[src/design/apb_spi_pkg.sv]
package apb_spi_pkg;

	// Write strobes from the APB decoder, one cycle wide
	typedef struct packed
	{
		logic       wr_cfg;    // Offset 0 write
		logic       wr_tx;     // Offset 1 write
		logic       wr_cmd;    // Offset 2 write
		logic [7:0] wdata;     // Captured PWDATA
	} reg_wr_t;

	// Configuration register, bit 7 down to bit 0
	typedef struct packed
	{
		logic       enable;    // Allows START
		logic       loopback;  // Receive from own TX line
		logic [5:0] clk_div;   // Bit slot is clk_div+1 cycles
	} cfg_t;

	// Status register as seen on a read of offset 0
	typedef struct packed
	{
		logic [4:0] rsvd;      // Reads as zero
		logic       overrun;   // START seen while busy
		logic       done;      // Last transfer finished
		logic       busy;      // Transfer in progress
	} status_t;

	// Command opcodes, low two bits of a write to offset 2
	typedef enum logic [1:0]
	{
		CMD_NOP   = 2'd0,
		CMD_START = 2'd1,
		CMD_CLEAR = 2'd2      // Clears done and overrun
	} cmd_op_e;

	// Transfer controller states
	typedef enum logic [1:0]
	{
		ST_IDLE,
		ST_LOAD,
		ST_SHIFT,
		ST_DONE
	} xfer_state_e;

	// Register offsets, taken from PADDR[5:2]
	typedef enum logic [3:0]
	{
		REG_CFG_STAT = 4'd0,   // W config, R status
		REG_DATA     = 4'd1,   // W tx byte, R rx byte
		REG_CMD      = 4'd2,   // W command, R config
		REG_NONE     = 4'd15   // No read in progress
	} reg_sel_e;

endpackage

[src/design/apb_reg_decode.sv]
`timescale 1ns/1ns

module apb_reg_decode
#(
	parameter logic [9:0] P_BASE_ADDR = 10'h004
)
(
	input  logic                  i_PCLK,
	input  logic                  i_PRESETn,
	input  logic                  i_PSEL,
	input  logic                  i_PENABLE,
	input  logic                  i_PWRITE,
	input  logic [15:0]           i_PADDR,
	input  logic [7:0]            i_PWDATA,
	output logic                  o_PREADY,
	output apb_spi_pkg::reg_wr_t  o_wr,
	output apb_spi_pkg::reg_sel_e o_rd_sel
);

	import apb_spi_pkg::*;

	logic     penable_q;    // PENABLE one cycle ago
	logic     enable_rise;  // First access cycle
	logic     base_hit;     // High address bits match
	reg_sel_e offset;       // Low address bits as register offset

	assign o_PREADY = i_PSEL & i_PENABLE; // No wait states

	assign base_hit    = (i_PADDR[15:6] == P_BASE_ADDR);
	assign offset      = reg_sel_e'(i_PADDR[5:2]);
	assign enable_rise = i_PENABLE & ~penable_q;

	always_ff @(posedge i_PCLK)
	begin
		if (!i_PRESETn)
			penable_q <= 1'b0;
		else
			penable_q <= i_PENABLE;
	end

	// Strobes appear in the cycle after the access cycle
	always_ff @(posedge i_PCLK)
	begin
		if (!i_PRESETn)
		begin
			o_wr <= '0;
		end
		else
		begin
			o_wr.wr_cfg <= 1'b0;
			o_wr.wr_tx  <= 1'b0;
			o_wr.wr_cmd <= 1'b0;
			if (i_PSEL && enable_rise && i_PWRITE && base_hit)
			begin
				o_wr.wdata <= i_PWDATA;
				case (offset)
					REG_CFG_STAT: o_wr.wr_cfg <= 1'b1;
					REG_DATA:     o_wr.wr_tx  <= 1'b1;
					REG_CMD:      o_wr.wr_cmd <= 1'b1;
					default:      ;                    // Unmapped offset is ignored
				endcase
			end
		end
	end

	// Read select must be valid while PREADY is high
	always_comb
	begin
		o_rd_sel = REG_NONE;
		if (i_PSEL && i_PENABLE && !i_PWRITE && base_hit)
			o_rd_sel = offset;
	end

endmodule

[src/design/apb_spi_top.sv]
`timescale 1ns/1ns

module apb_spi_top
#(
	parameter logic [9:0] P_BASE_ADDR = 10'h004
)
(
	input  logic        i_PCLK,
	input  logic        i_PRESETn,
	input  logic        i_PSEL,
	input  logic        i_PENABLE,
	input  logic        i_PWRITE,
	input  logic [15:0] i_PADDR,
	input  logic [7:0]  i_PWDATA,
	output logic        o_PREADY,
	output logic [7:0]  o_PRDATA,
	input  logic        i_rx,
	output logic        o_tx,
	output logic        o_pkt_rec
);

	import apb_spi_pkg::*;

	reg_wr_t    wr;
	reg_sel_e   rd_sel;
	cfg_t       cfg;
	status_t    status;
	logic [7:0] tx_byte;
	logic [7:0] rx_byte;
	logic       start_req;
	logic       clear_req;
	logic       rx_load;
	logic       load;
	logic       timer_run;
	logic       bit_tick;
	logic       last_tick;

	apb_reg_decode #(.P_BASE_ADDR(P_BASE_ADDR)) apb_reg_decode_i
	(
		.i_PCLK    (i_PCLK),
		.i_PRESETn (i_PRESETn),
		.i_PSEL    (i_PSEL),
		.i_PENABLE (i_PENABLE),
		.i_PWRITE  (i_PWRITE),
		.i_PADDR   (i_PADDR),
		.i_PWDATA  (i_PWDATA),
		.o_PREADY  (o_PREADY),
		.o_wr      (wr),
		.o_rd_sel  (rd_sel)
	);

	spi_reg_bank spi_reg_bank_i
	(
		.i_PCLK      (i_PCLK),
		.i_PRESETn   (i_PRESETn),
		.i_wr        (wr),
		.i_rd_sel    (rd_sel),
		.i_status    (status),
		.i_rx_load   (rx_load),
		.i_rx_byte   (rx_byte),
		.o_PRDATA    (o_PRDATA),
		.o_cfg       (cfg),
		.o_tx_byte   (tx_byte),
		.o_start_req (start_req),
		.o_clear_req (clear_req)
	);

	spi_ctrl_fsm spi_ctrl_fsm_i
	(
		.i_PCLK      (i_PCLK),
		.i_PRESETn   (i_PRESETn),
		.i_start_req (start_req),
		.i_clear_req (clear_req),
		.i_last_tick (last_tick),
		.o_load      (load),
		.o_timer_run (timer_run),
		.o_rx_load   (rx_load),
		.o_pkt_rec   (o_pkt_rec),
		.o_status    (status)
	);

	spi_bit_timer spi_bit_timer_i
	(
		.i_PCLK      (i_PCLK),
		.i_PRESETn   (i_PRESETn),
		.i_run       (timer_run),
		.i_clk_div   (cfg.clk_div),
		.o_bit_tick  (bit_tick),
		.o_last_tick (last_tick)
	);

	spi_shift_reg spi_shift_reg_i
	(
		.i_PCLK     (i_PCLK),
		.i_PRESETn  (i_PRESETn),
		.i_load     (load),
		.i_tx_byte  (tx_byte),
		.i_bit_tick (bit_tick),
		.i_loopback (cfg.loopback),
		.i_busy     (status.busy),
		.i_rx       (i_rx),
		.o_tx       (o_tx),
		.o_rx_byte  (rx_byte)
	);

endmodule

[src/design/spi_bit_timer.sv]
`timescale 1ns/1ns

module spi_bit_timer
(
	input  logic       i_PCLK,
	input  logic       i_PRESETn,
	input  logic       i_run,
	input  logic [5:0] i_clk_div,
	output logic       o_bit_tick,
	output logic       o_last_tick
);

	logic [5:0] div_cnt;   // Cycles within the current slot
	logic [2:0] slot_cnt;  // Slots completed so far
	logic       slot_end;

	// Compare with >= so a smaller divider mid-transfer still wraps
	assign slot_end = (div_cnt >= i_clk_div);

	always_ff @(posedge i_PCLK)
	begin
		if (!i_PRESETn || !i_run)
		begin
			div_cnt  <= '0;
			slot_cnt <= '0;
		end
		else if (slot_end)
		begin
			div_cnt  <= '0;
			slot_cnt <= slot_cnt + 3'd1;
		end
		else
		begin
			div_cnt <= div_cnt + 6'd1;
		end
	end

	assign o_bit_tick  = i_run & slot_end;
	assign o_last_tick = o_bit_tick & (slot_cnt == 3'd7); // Eighth slot

endmodule

[src/design/spi_ctrl_fsm.sv]
`timescale 1ns/1ns

module spi_ctrl_fsm
(
	input  logic                 i_PCLK,
	input  logic                 i_PRESETn,
	input  logic                 i_start_req,
	input  logic                 i_clear_req,
	input  logic                 i_last_tick,
	output logic                 o_load,
	output logic                 o_timer_run,
	output logic                 o_rx_load,
	output logic                 o_pkt_rec,
	output apb_spi_pkg::status_t o_status
);

	import apb_spi_pkg::*;

	xfer_state_e state_q;
	xfer_state_e state_d;
	logic        done_q;     // Sticky until CLEAR or next START
	logic        overrun_q;  // Sticky until CLEAR

	always_comb
	begin
		state_d = state_q;
		case (state_q)
			ST_IDLE:  if (i_start_req) state_d = ST_LOAD;
			ST_LOAD:  state_d = ST_SHIFT;               // Single cycle
			ST_SHIFT: if (i_last_tick) state_d = ST_DONE;
			ST_DONE:  state_d = ST_IDLE;
			default:  state_d = ST_IDLE;
		endcase
	end

	always_ff @(posedge i_PCLK)
	begin
		if (!i_PRESETn)
		begin
			state_q   <= ST_IDLE;
			done_q    <= 1'b0;
			overrun_q <= 1'b0;
		end
		else
		begin
			state_q <= state_d;
			if (i_clear_req)
			begin
				done_q    <= 1'b0;
				overrun_q <= 1'b0;
			end
			// Set conditions take priority over CLEAR
			if (i_start_req && state_q == ST_IDLE)
				done_q <= 1'b0;
			if (state_q == ST_DONE)
				done_q <= 1'b1;
			if (i_start_req && state_q != ST_IDLE)
				overrun_q <= 1'b1; // Request itself is dropped
		end
	end

	assign o_load      = (state_q == ST_LOAD);
	assign o_timer_run = (state_q == ST_SHIFT);
	assign o_rx_load   = (state_q == ST_DONE);
	assign o_pkt_rec   = (state_q == ST_DONE);

	always_comb
	begin
		o_status         = '0;
		o_status.busy    = (state_q != ST_IDLE);
		o_status.done    = done_q;
		o_status.overrun = overrun_q;
	end

endmodule

[src/design/spi_reg_bank.sv]
`timescale 1ns/1ns

module spi_reg_bank
(
	input  logic                  i_PCLK,
	input  logic                  i_PRESETn,
	input  apb_spi_pkg::reg_wr_t  i_wr,
	input  apb_spi_pkg::reg_sel_e i_rd_sel,
	input  apb_spi_pkg::status_t  i_status,
	input  logic                  i_rx_load,
	input  logic [7:0]            i_rx_byte,
	output logic [7:0]            o_PRDATA,
	output apb_spi_pkg::cfg_t     o_cfg,
	output logic [7:0]            o_tx_byte,
	output logic                  o_start_req,
	output logic                  o_clear_req
);

	import apb_spi_pkg::*;

	cfg_t       cfg_q;    // Configuration register
	logic [7:0] tx_q;     // Byte to send
	logic [7:0] rx_q;     // Last byte received
	cmd_op_e    cmd_op;   // Decoded command write

	assign cmd_op = cmd_op_e'(i_wr.wdata[1:0]);

	always_ff @(posedge i_PCLK)
	begin
		if (!i_PRESETn)
		begin
			cfg_q <= '0;
			tx_q  <= '0;
			rx_q  <= '0;
		end
		else
		begin
			if (i_wr.wr_cfg)
				cfg_q <= cfg_t'(i_wr.wdata);
			if (i_wr.wr_tx)
				tx_q <= i_wr.wdata;
			if (i_rx_load)
				rx_q <= i_rx_byte; // Latched when controller finishes
		end
	end

	// A START with the block disabled is simply dropped
	assign o_start_req = i_wr.wr_cmd & (cmd_op == CMD_START) & cfg_q.enable;
	assign o_clear_req = i_wr.wr_cmd & (cmd_op == CMD_CLEAR);

	always_comb
	begin
		case (i_rd_sel)
			REG_CFG_STAT: o_PRDATA = i_status;
			REG_DATA:     o_PRDATA = rx_q;
			REG_CMD:      o_PRDATA = cfg_q;   // Config readback
			default:      o_PRDATA = 8'h00;
		endcase
	end

	assign o_cfg     = cfg_q;
	assign o_tx_byte = tx_q;

endmodule

[src/design/spi_shift_reg.sv]
`timescale 1ns/1ns

module spi_shift_reg
(
	input  logic       i_PCLK,
	input  logic       i_PRESETn,
	input  logic       i_load,
	input  logic [7:0] i_tx_byte,
	input  logic       i_bit_tick,
	input  logic       i_loopback,
	input  logic       i_busy,
	input  logic       i_rx,
	output logic       o_tx,
	output logic [7:0] o_rx_byte
);

	logic [7:0] shift_q;  // TX bits leave at the top, RX bits enter at the bottom
	logic       rx_bit;

	// Line idles high between transfers
	assign o_tx = i_busy ? shift_q[7] : 1'b1;

	assign rx_bit = i_loopback ? o_tx : i_rx;

	always_ff @(posedge i_PCLK)
	begin
		if (!i_PRESETn)
		begin
			shift_q <= '0;
		end
		else if (i_load)
		begin
			shift_q <= i_tx_byte;
		end
		else if (i_bit_tick)
		begin
			shift_q <= {shift_q[6:0], rx_bit}; // MSB first
		end
	end

	// Complete after the eighth shift
	assign o_rx_byte = shift_q;

endmodule

[config.mk]
export PLATFORM = sky130hd
export DESIGN_NAME = apb_spi_top
export DESIGN_NICKNAME = d
export VERILOG_FILES = /design/src/design/apb_spi_pkg.sv /design/src/design/apb_reg_decode.sv /design/src/design/apb_spi_top.sv /design/src/design/spi_bit_timer.sv /design/src/design/spi_ctrl_fsm.sv /design/src/design/spi_reg_bank.sv /design/src/design/spi_shift_reg.sv
export SDC_FILE = /design/constraint.sdc
export NUM_CORES = 1
export LEC_CHECK = 0
export ABC_CLOCK_PERIOD_IN_PS = 3100
export BUFFER_PORTS_ARGS = -buffer_cell sky130_fd_sc_hd__clkbuf_2
export CAP_MARGIN = 20
export CORE_ASPECT_RATIO = 1.1
export CORE_MARGIN = 2
export CORE_UTILIZATION = 50
export CTS_BUF_LIST = sky130_fd_sc_hd__clkbuf_8
export DETAILED_ROUTE_END_ITERATION = 16
export PLACE_DENSITY = 0.81
export SKIP_CTS_REPAIR_TIMING = 1
export SYNTH_ARGS = -nofsm -noshare
export SYNTH_HDL_FRONTEND = slang
export SYNTH_SLANG_ARGS = --single-unit
[constraint.sdc]
create_clock -name i_PCLK -period 3.1 [get_ports i_PCLK]
set_input_delay 0.62 -clock i_PCLK [delete_from_list [all_inputs] [get_ports i_PCLK]]
set_output_delay 0.62 -clock i_PCLK [all_outputs]
set_load 0.01 [all_outputs]
---- After elaboration in Yosys (flattened, before gate mapping) ----
Cells that the tools add are included.
storage, ports and cells
  logic and storage cells ................. 78
  output and inout port bits .............. 11
  bits of input ports ..................... 30
  bits in registers ....................... 57
cells by class
  bitwise logic cells ..................... 8
  order comparisons ....................... 1
  mux-type cells .......................... 16
  $add $sub $neg .......................... 2
  eq/ne operators ......................... 13
  reductions and logical operators ........ 22
operator list
  operator               number
  $pmux W8 S3            1
  $mux W8                2
  $eq A10 B3 Y1 const B  1
  $mux W1                9
  $eq A4 B1 Y1 const B   2
  $eq A4 B2 Y1 const B   2
  $logic_and A1 B1 Y1    8
  $logic_not A4 Y1       2
  $pmux W2 S4            1
  $and A1 B1 Y1          7
  $add A6 B1 Y6 const B  1
  $eq A2 B2 Y1 const B   3
  $ge A6 B6 Y1           1
  $reduce_bool A2 Y1     3
  $eq A2 B1 Y1 const B   2
  $mux W2                2
  $mux W4                1
  $reduce_and A2 Y1      2
  $add A3 B1 Y3 const B  1
  $eq A3 B3 Y1 const B   1
  $logic_not A1 Y1       3
  $reduce_bool A3 Y1     1
  $logic_not A2 Y1       1
  $ne A2 B1 Y1 const B   1
  4 further kinds        4

---- Depth between registers and ports, before layout ----
  depth after elaboration ................. 6
  depth in mapped cells ................... 7
  mapped depth without buffers ............ 7

---- Modules after synthesis ----
Synthesis repeated with hierarchy kept, for this count alone.
second synthesis, totals
  cells, all modules ...................... 290
  area, all modules ....................... 2939.1 µm²
modules (own cells, without submodules)
  module          times used  seq. area each (µm²)  area an instance (µm²)  cells an instance
  spi_reg_bank    1           480.5                 1106.1                  100
  apb_reg_decode  1           240.2                 570.5                   56
  spi_bit_timer   1           180.2                 546.8                   60
  spi_shift_reg   1           160.2                 404.1                   39
  spi_ctrl_fsm    1           80.1                  311.5                   35

---- Worst setup path after synthesis ----
No wires, ideal clock.
  path kind ............................... input -> output
  from .................................... input i_PADDR[10]
  to ...................................... output o_PRDATA[1]
  required time ........................... 2.480 ns
  path buffers ............................ 1
  stages .................................. 6
  arrival time ............................ 2.115 ns
  setup slack ............................. 0.365 ns
  path through ............................ or4_1 -> nor4_1 -> and3_1 -> clkbuf_1 -> a222oi_1 -> inv_1
between the ends
  cells in the longest elaborated chain, start to end .. 5
  elaborated cells between the ends (all ways) .. 7
  classes of those cells .................. 3 x eq/ne; 2 x mux; 2 x reduce/logical
RTL lines
  what                                  RTL line              text
  from (decl)                           apb_spi_top.sv:13     input logic [15:0] i_PADDR,
  $eq A10 B3 Y1 *                       apb_reg_decode.sv:29  assign base_hit = (i_PADDR[15:6] == P_BASE_ADDR);
  $logic_and A1 B1 Y1 *                 apb_reg_decode.sv:70  if (i_PSEL && i_PENABLE && !i_PWRITE && base_hit)
  $mux W4 *                             apb_reg_decode.sv:70
  $eq A4 B2 Y1 (tied with other cells)  spi_reg_bank.sv:53    case (i_rd_sel)
  $pmux W8 S3 *                         spi_reg_bank.sv:53
  to (decl)                             apb_spi_top.sv:16     output logic [7:0] o_PRDATA,
Mark *: on every way between the ends. The rest lies on a longest branch, timed or not.

---- Worst setup path after layout ----
  from .................................... input i_PADDR[10]
  to ...................................... output o_PRDATA[2]
Same word-level chain as after synthesis.

==> flow_summary.json <==
{
  "worst_r2r_endpoint": "spi_ctrl_fsm_i.state_q[0]",
  "synthXorXnorAreaFrac": 0.0174,
  "tightestPinTransition_ns": 0.562,
  "clk_pin_slew_worst_paths_ns": 0.06,
  "synthFlopType": "dfxtp_1",
  "die-width_um": 71.7,
  "setup_viol": 0,
  "peakVddDrop_v": 0.000339,
  "r2r_slack_ns": 1.21,
  "layout-drive-gt1-share": 0.205,
  "async_flop_share": 0,
  "power_density_mw_per_mm2": 485,
  "drv_cap": 0,
  "fin_nets": 346,
  "synthMuxAreaShare": 0.171,
  "crit_fanout": 8,
  "crit_start": "i_PADDR[10]",
  "worstHoldPathType": "flop to flop",
  "dp_hpwl_mm": 3.69,
  "antenna_found_initial": 0,
  "finish.utilization": 0.600,
  "finalCritPeriodShare": 0.962,
  "clockBufferDepth": 2,
  "finalNonFillerCells": 366,
  "sw_frac_of_total": 0.212,
  "finClkSkew_ns": 0.00502,
  "die-area_mm2": 0.00562,
  "syn_area_per_cell_um2": 9.65,
  "crit_arrival_ns": 2.36,
  "track_usage": 0.196,
  "hold_viol": 0,
  "intPower_uw": 1130,
  "synth-edff-count": 0,
  "antennaDiodeCount": 0,
  "gp_congestion": 0.797,
  "gr-total-overflow": 0,
  "critPathKind": "input port to primary output",
  "std_cell_rows": 27,
  "rr_worst_depth": 7,
  "root_buffer": "clkbuf_8",
  "wire_per_inst_um": 13.8,
  "required_ns": 2.48,
  "synthSimpleGateAreaFrac": 0.154,
  "cts-htree-levels": 3,
  "r2r-start": "spi_bit_timer_i.div_cnt[0]",
  "initial_core_util": 0.511,
  "syn-cell-area_mm2": 0.00252,
  "switching_power_uw": 304,
  "synthAdderAreaFrac": 0.0646,
  "synth_seq_cells": 57,
  "synth_compound_area_frac": 0.0969,
  "final_common_cell": "dfxtp_1",
  "die_h_um": 78.4,
  "relSlewSlack": 0.625,
  "crit_path_end_kind": "primary output",
  "cts_tree": "done",
  "cts_sinks": 57,
  "power_frac_comb": 0.026,
  "p_leak_uw": 0.00123,
  "postSynthCellCount": 261,
  "route.detailed.drc": 0,
  "wirelength_mm": 5.07,
  "fmax_ghz": 0.335,
  "outcome": "completed",
  "insertion_delay_ns": 0.34,
  "seq_power_share": 0.511,
  "synth_top_family_by_area": "multiplexers",
  "drtAntennaViolNets": 0,
  "clkPwrFrac": 0.463,
  "yosys_warnings": 0,
  "drt_pass1_iterations": 4,
  "grt_max_degree": 35,
  "final_cell_mix": "dfxtp_1 (57), mux2i_1 (42), nor2_1 (41)",
  "ys_seq_area_frac": 0.453,
  "critPathLaunchType": "input port",
  "setup.worst_path.end": "o_PRDATA[2]",
  "top_level_ports": 41,
  "via_count": 1938,
  "grt_pass1_vias": 1855,
  "area_growth_pct": 17.5,
  "fin_crit_ns": 2.98,
  "syn_nets": 304,
  "grt_pass1_wl_mm": 8.39,
  "numCtsBuffers": 9,
  "vias_per_cell": 5.30,
  "drt_iter0_markers": 70,
  "slew_violations": 0,
  "core_area_mm2": 0.00493,
  "io_buffers": 38,
  "numPlacedInstances": 350,
  "synth.distinct_cells": 42
}
area by class of cell:
class / count / area (um2)
Clock buffer: 10 / 138
Fill cell: 427 / 1970
Clock inverter: 6 / 51.3
Multi-Input combinational cell: 177 / 1280
Timing Repair Buffer: 42 / 220
Sequential cell: 57 / 1140
Tap cell: 58 / 72.6
Inverter: 16 / 60.1
flip-flops by register name, indices dropped and copies added, names as in the netlist:
signal and flops:
spi_reg_bank_i.o_cfg 8, spi_ctrl_fsm_i.state_q 2, apb_reg_decode_i.o_wr 11, spi_bit_timer_i.div_cnt 6, spi_reg_bank_i.rx_q 8, spi_reg_bank_i.o_tx_byte 8
spi_ctrl_fsm_i.overrun_q 1, apb_reg_decode_i.penable_q 1, spi_ctrl_fsm_i.done_q 1, spi_shift_reg_i.o_rx_byte 8, spi_bit_timer_i.slot_cnt 3
routing by layer:
metal  wire length (um)  GRT usage  vias up
li1                   -          -      993
met1               2280      0.225      897
met2               2490      0.334       33
met3                184     0.0642       15
met4                112     0.0792        0
met5                  0          0        -
through the flow:
step	setup WS, ns	power, uW	instance area [um2]	TNS, ns	hold WS, ns
after floorplan	0.365	764	2520	0	0.455
after global placement	0.0800	785	2760	0	0.468
after detailed placement	-0.0156	786	2760	-0.0202	0.477
after CTS	-0.0157	1450	2950	-0.0179	0.491
after global routing	-0.00385	1490	2960	-0.00385	0.509
final	0.118	1440	2960	0	0.492
cell families (layout without fill, tap and decap cells):
| kind of cell | count (synthesis) | after routing |
|---|---|---|
| AO/OA/AOI/OAI | 36 | 36 |
| XOR/XNOR | 5 | 5 |
| adder cells (fa/ha/maj) | 13 | 13 |
| buffers and inverters | 27 | 74 |
| flip-flops | 57 | 57 |
| multiplexers | 43 | 43 |
| AND/OR/NAND/NOR | 80 | 80 |
synthesized netlist by cell type, types with 2 or more instances:
master    count  area share
a21oi_1      12       0.024
o21ai_0       8       0.016
mux2i_1      42        0.17
and2_1        2      0.0050
nand2b_1      2      0.0050
nand3_1       3      0.0060
nand2_1       9       0.013
nor3_1        9       0.018
a22o_1        5       0.017
xor2_1        2      0.0070
inv_1        15       0.022
nor2_1       41       0.061
dfxtp_1      57        0.45
clkbuf_1      9       0.013
a222oi_1      2      0.0079
or4_1         2      0.0060
ha_1         13       0.065
xnor2_1       3       0.010
and3_1        2      0.0050
how the worst min path moves through the flow:
stage                           startpoint                          end  slack [ns]  depth (start not counted)
3_3_place_gp   spi_reg_bank_i.o_tx_byte[4]  spi_reg_bank_i.o_tx_byte[4]        0.47                          2
2_1_floorplan  spi_reg_bank_i.o_tx_byte[0]  spi_reg_bank_i.o_tx_byte[0]        0.45                          2
6_report       spi_reg_bank_i.o_tx_byte[3]  spi_reg_bank_i.o_tx_byte[3]        0.49                          2
5_1_grt                          i_PENABLE   apb_reg_decode_i.penable_q        0.51                          2
4_1_cts                         i_PADDR[2]    apb_reg_decode_i.o_wr[10]        0.49                          2
3_5_place_dp   spi_reg_bank_i.o_tx_byte[3]  spi_reg_bank_i.o_tx_byte[3]        0.48                          2
power groups by stage:
stage	clock (uW)	combinational [uW]	sequential [uW]
detailed placement	0	37.0	749
floorplan	0	14.7	749
CTS	678	37.0	733
global route	714	41.8	733
finish	666	37.4	733
global placement	0	36.0	749
worst max-delay path, cell delays in order:
cell	delay (ns)
clkbuf_2	0.07
or4_1	0.54
nor4_2	0.35
and3_1	0.40
a222oi_1	0.17
inv_1	0.08
clkbuf_2	0.12
(Power assumes the default switching activity.)
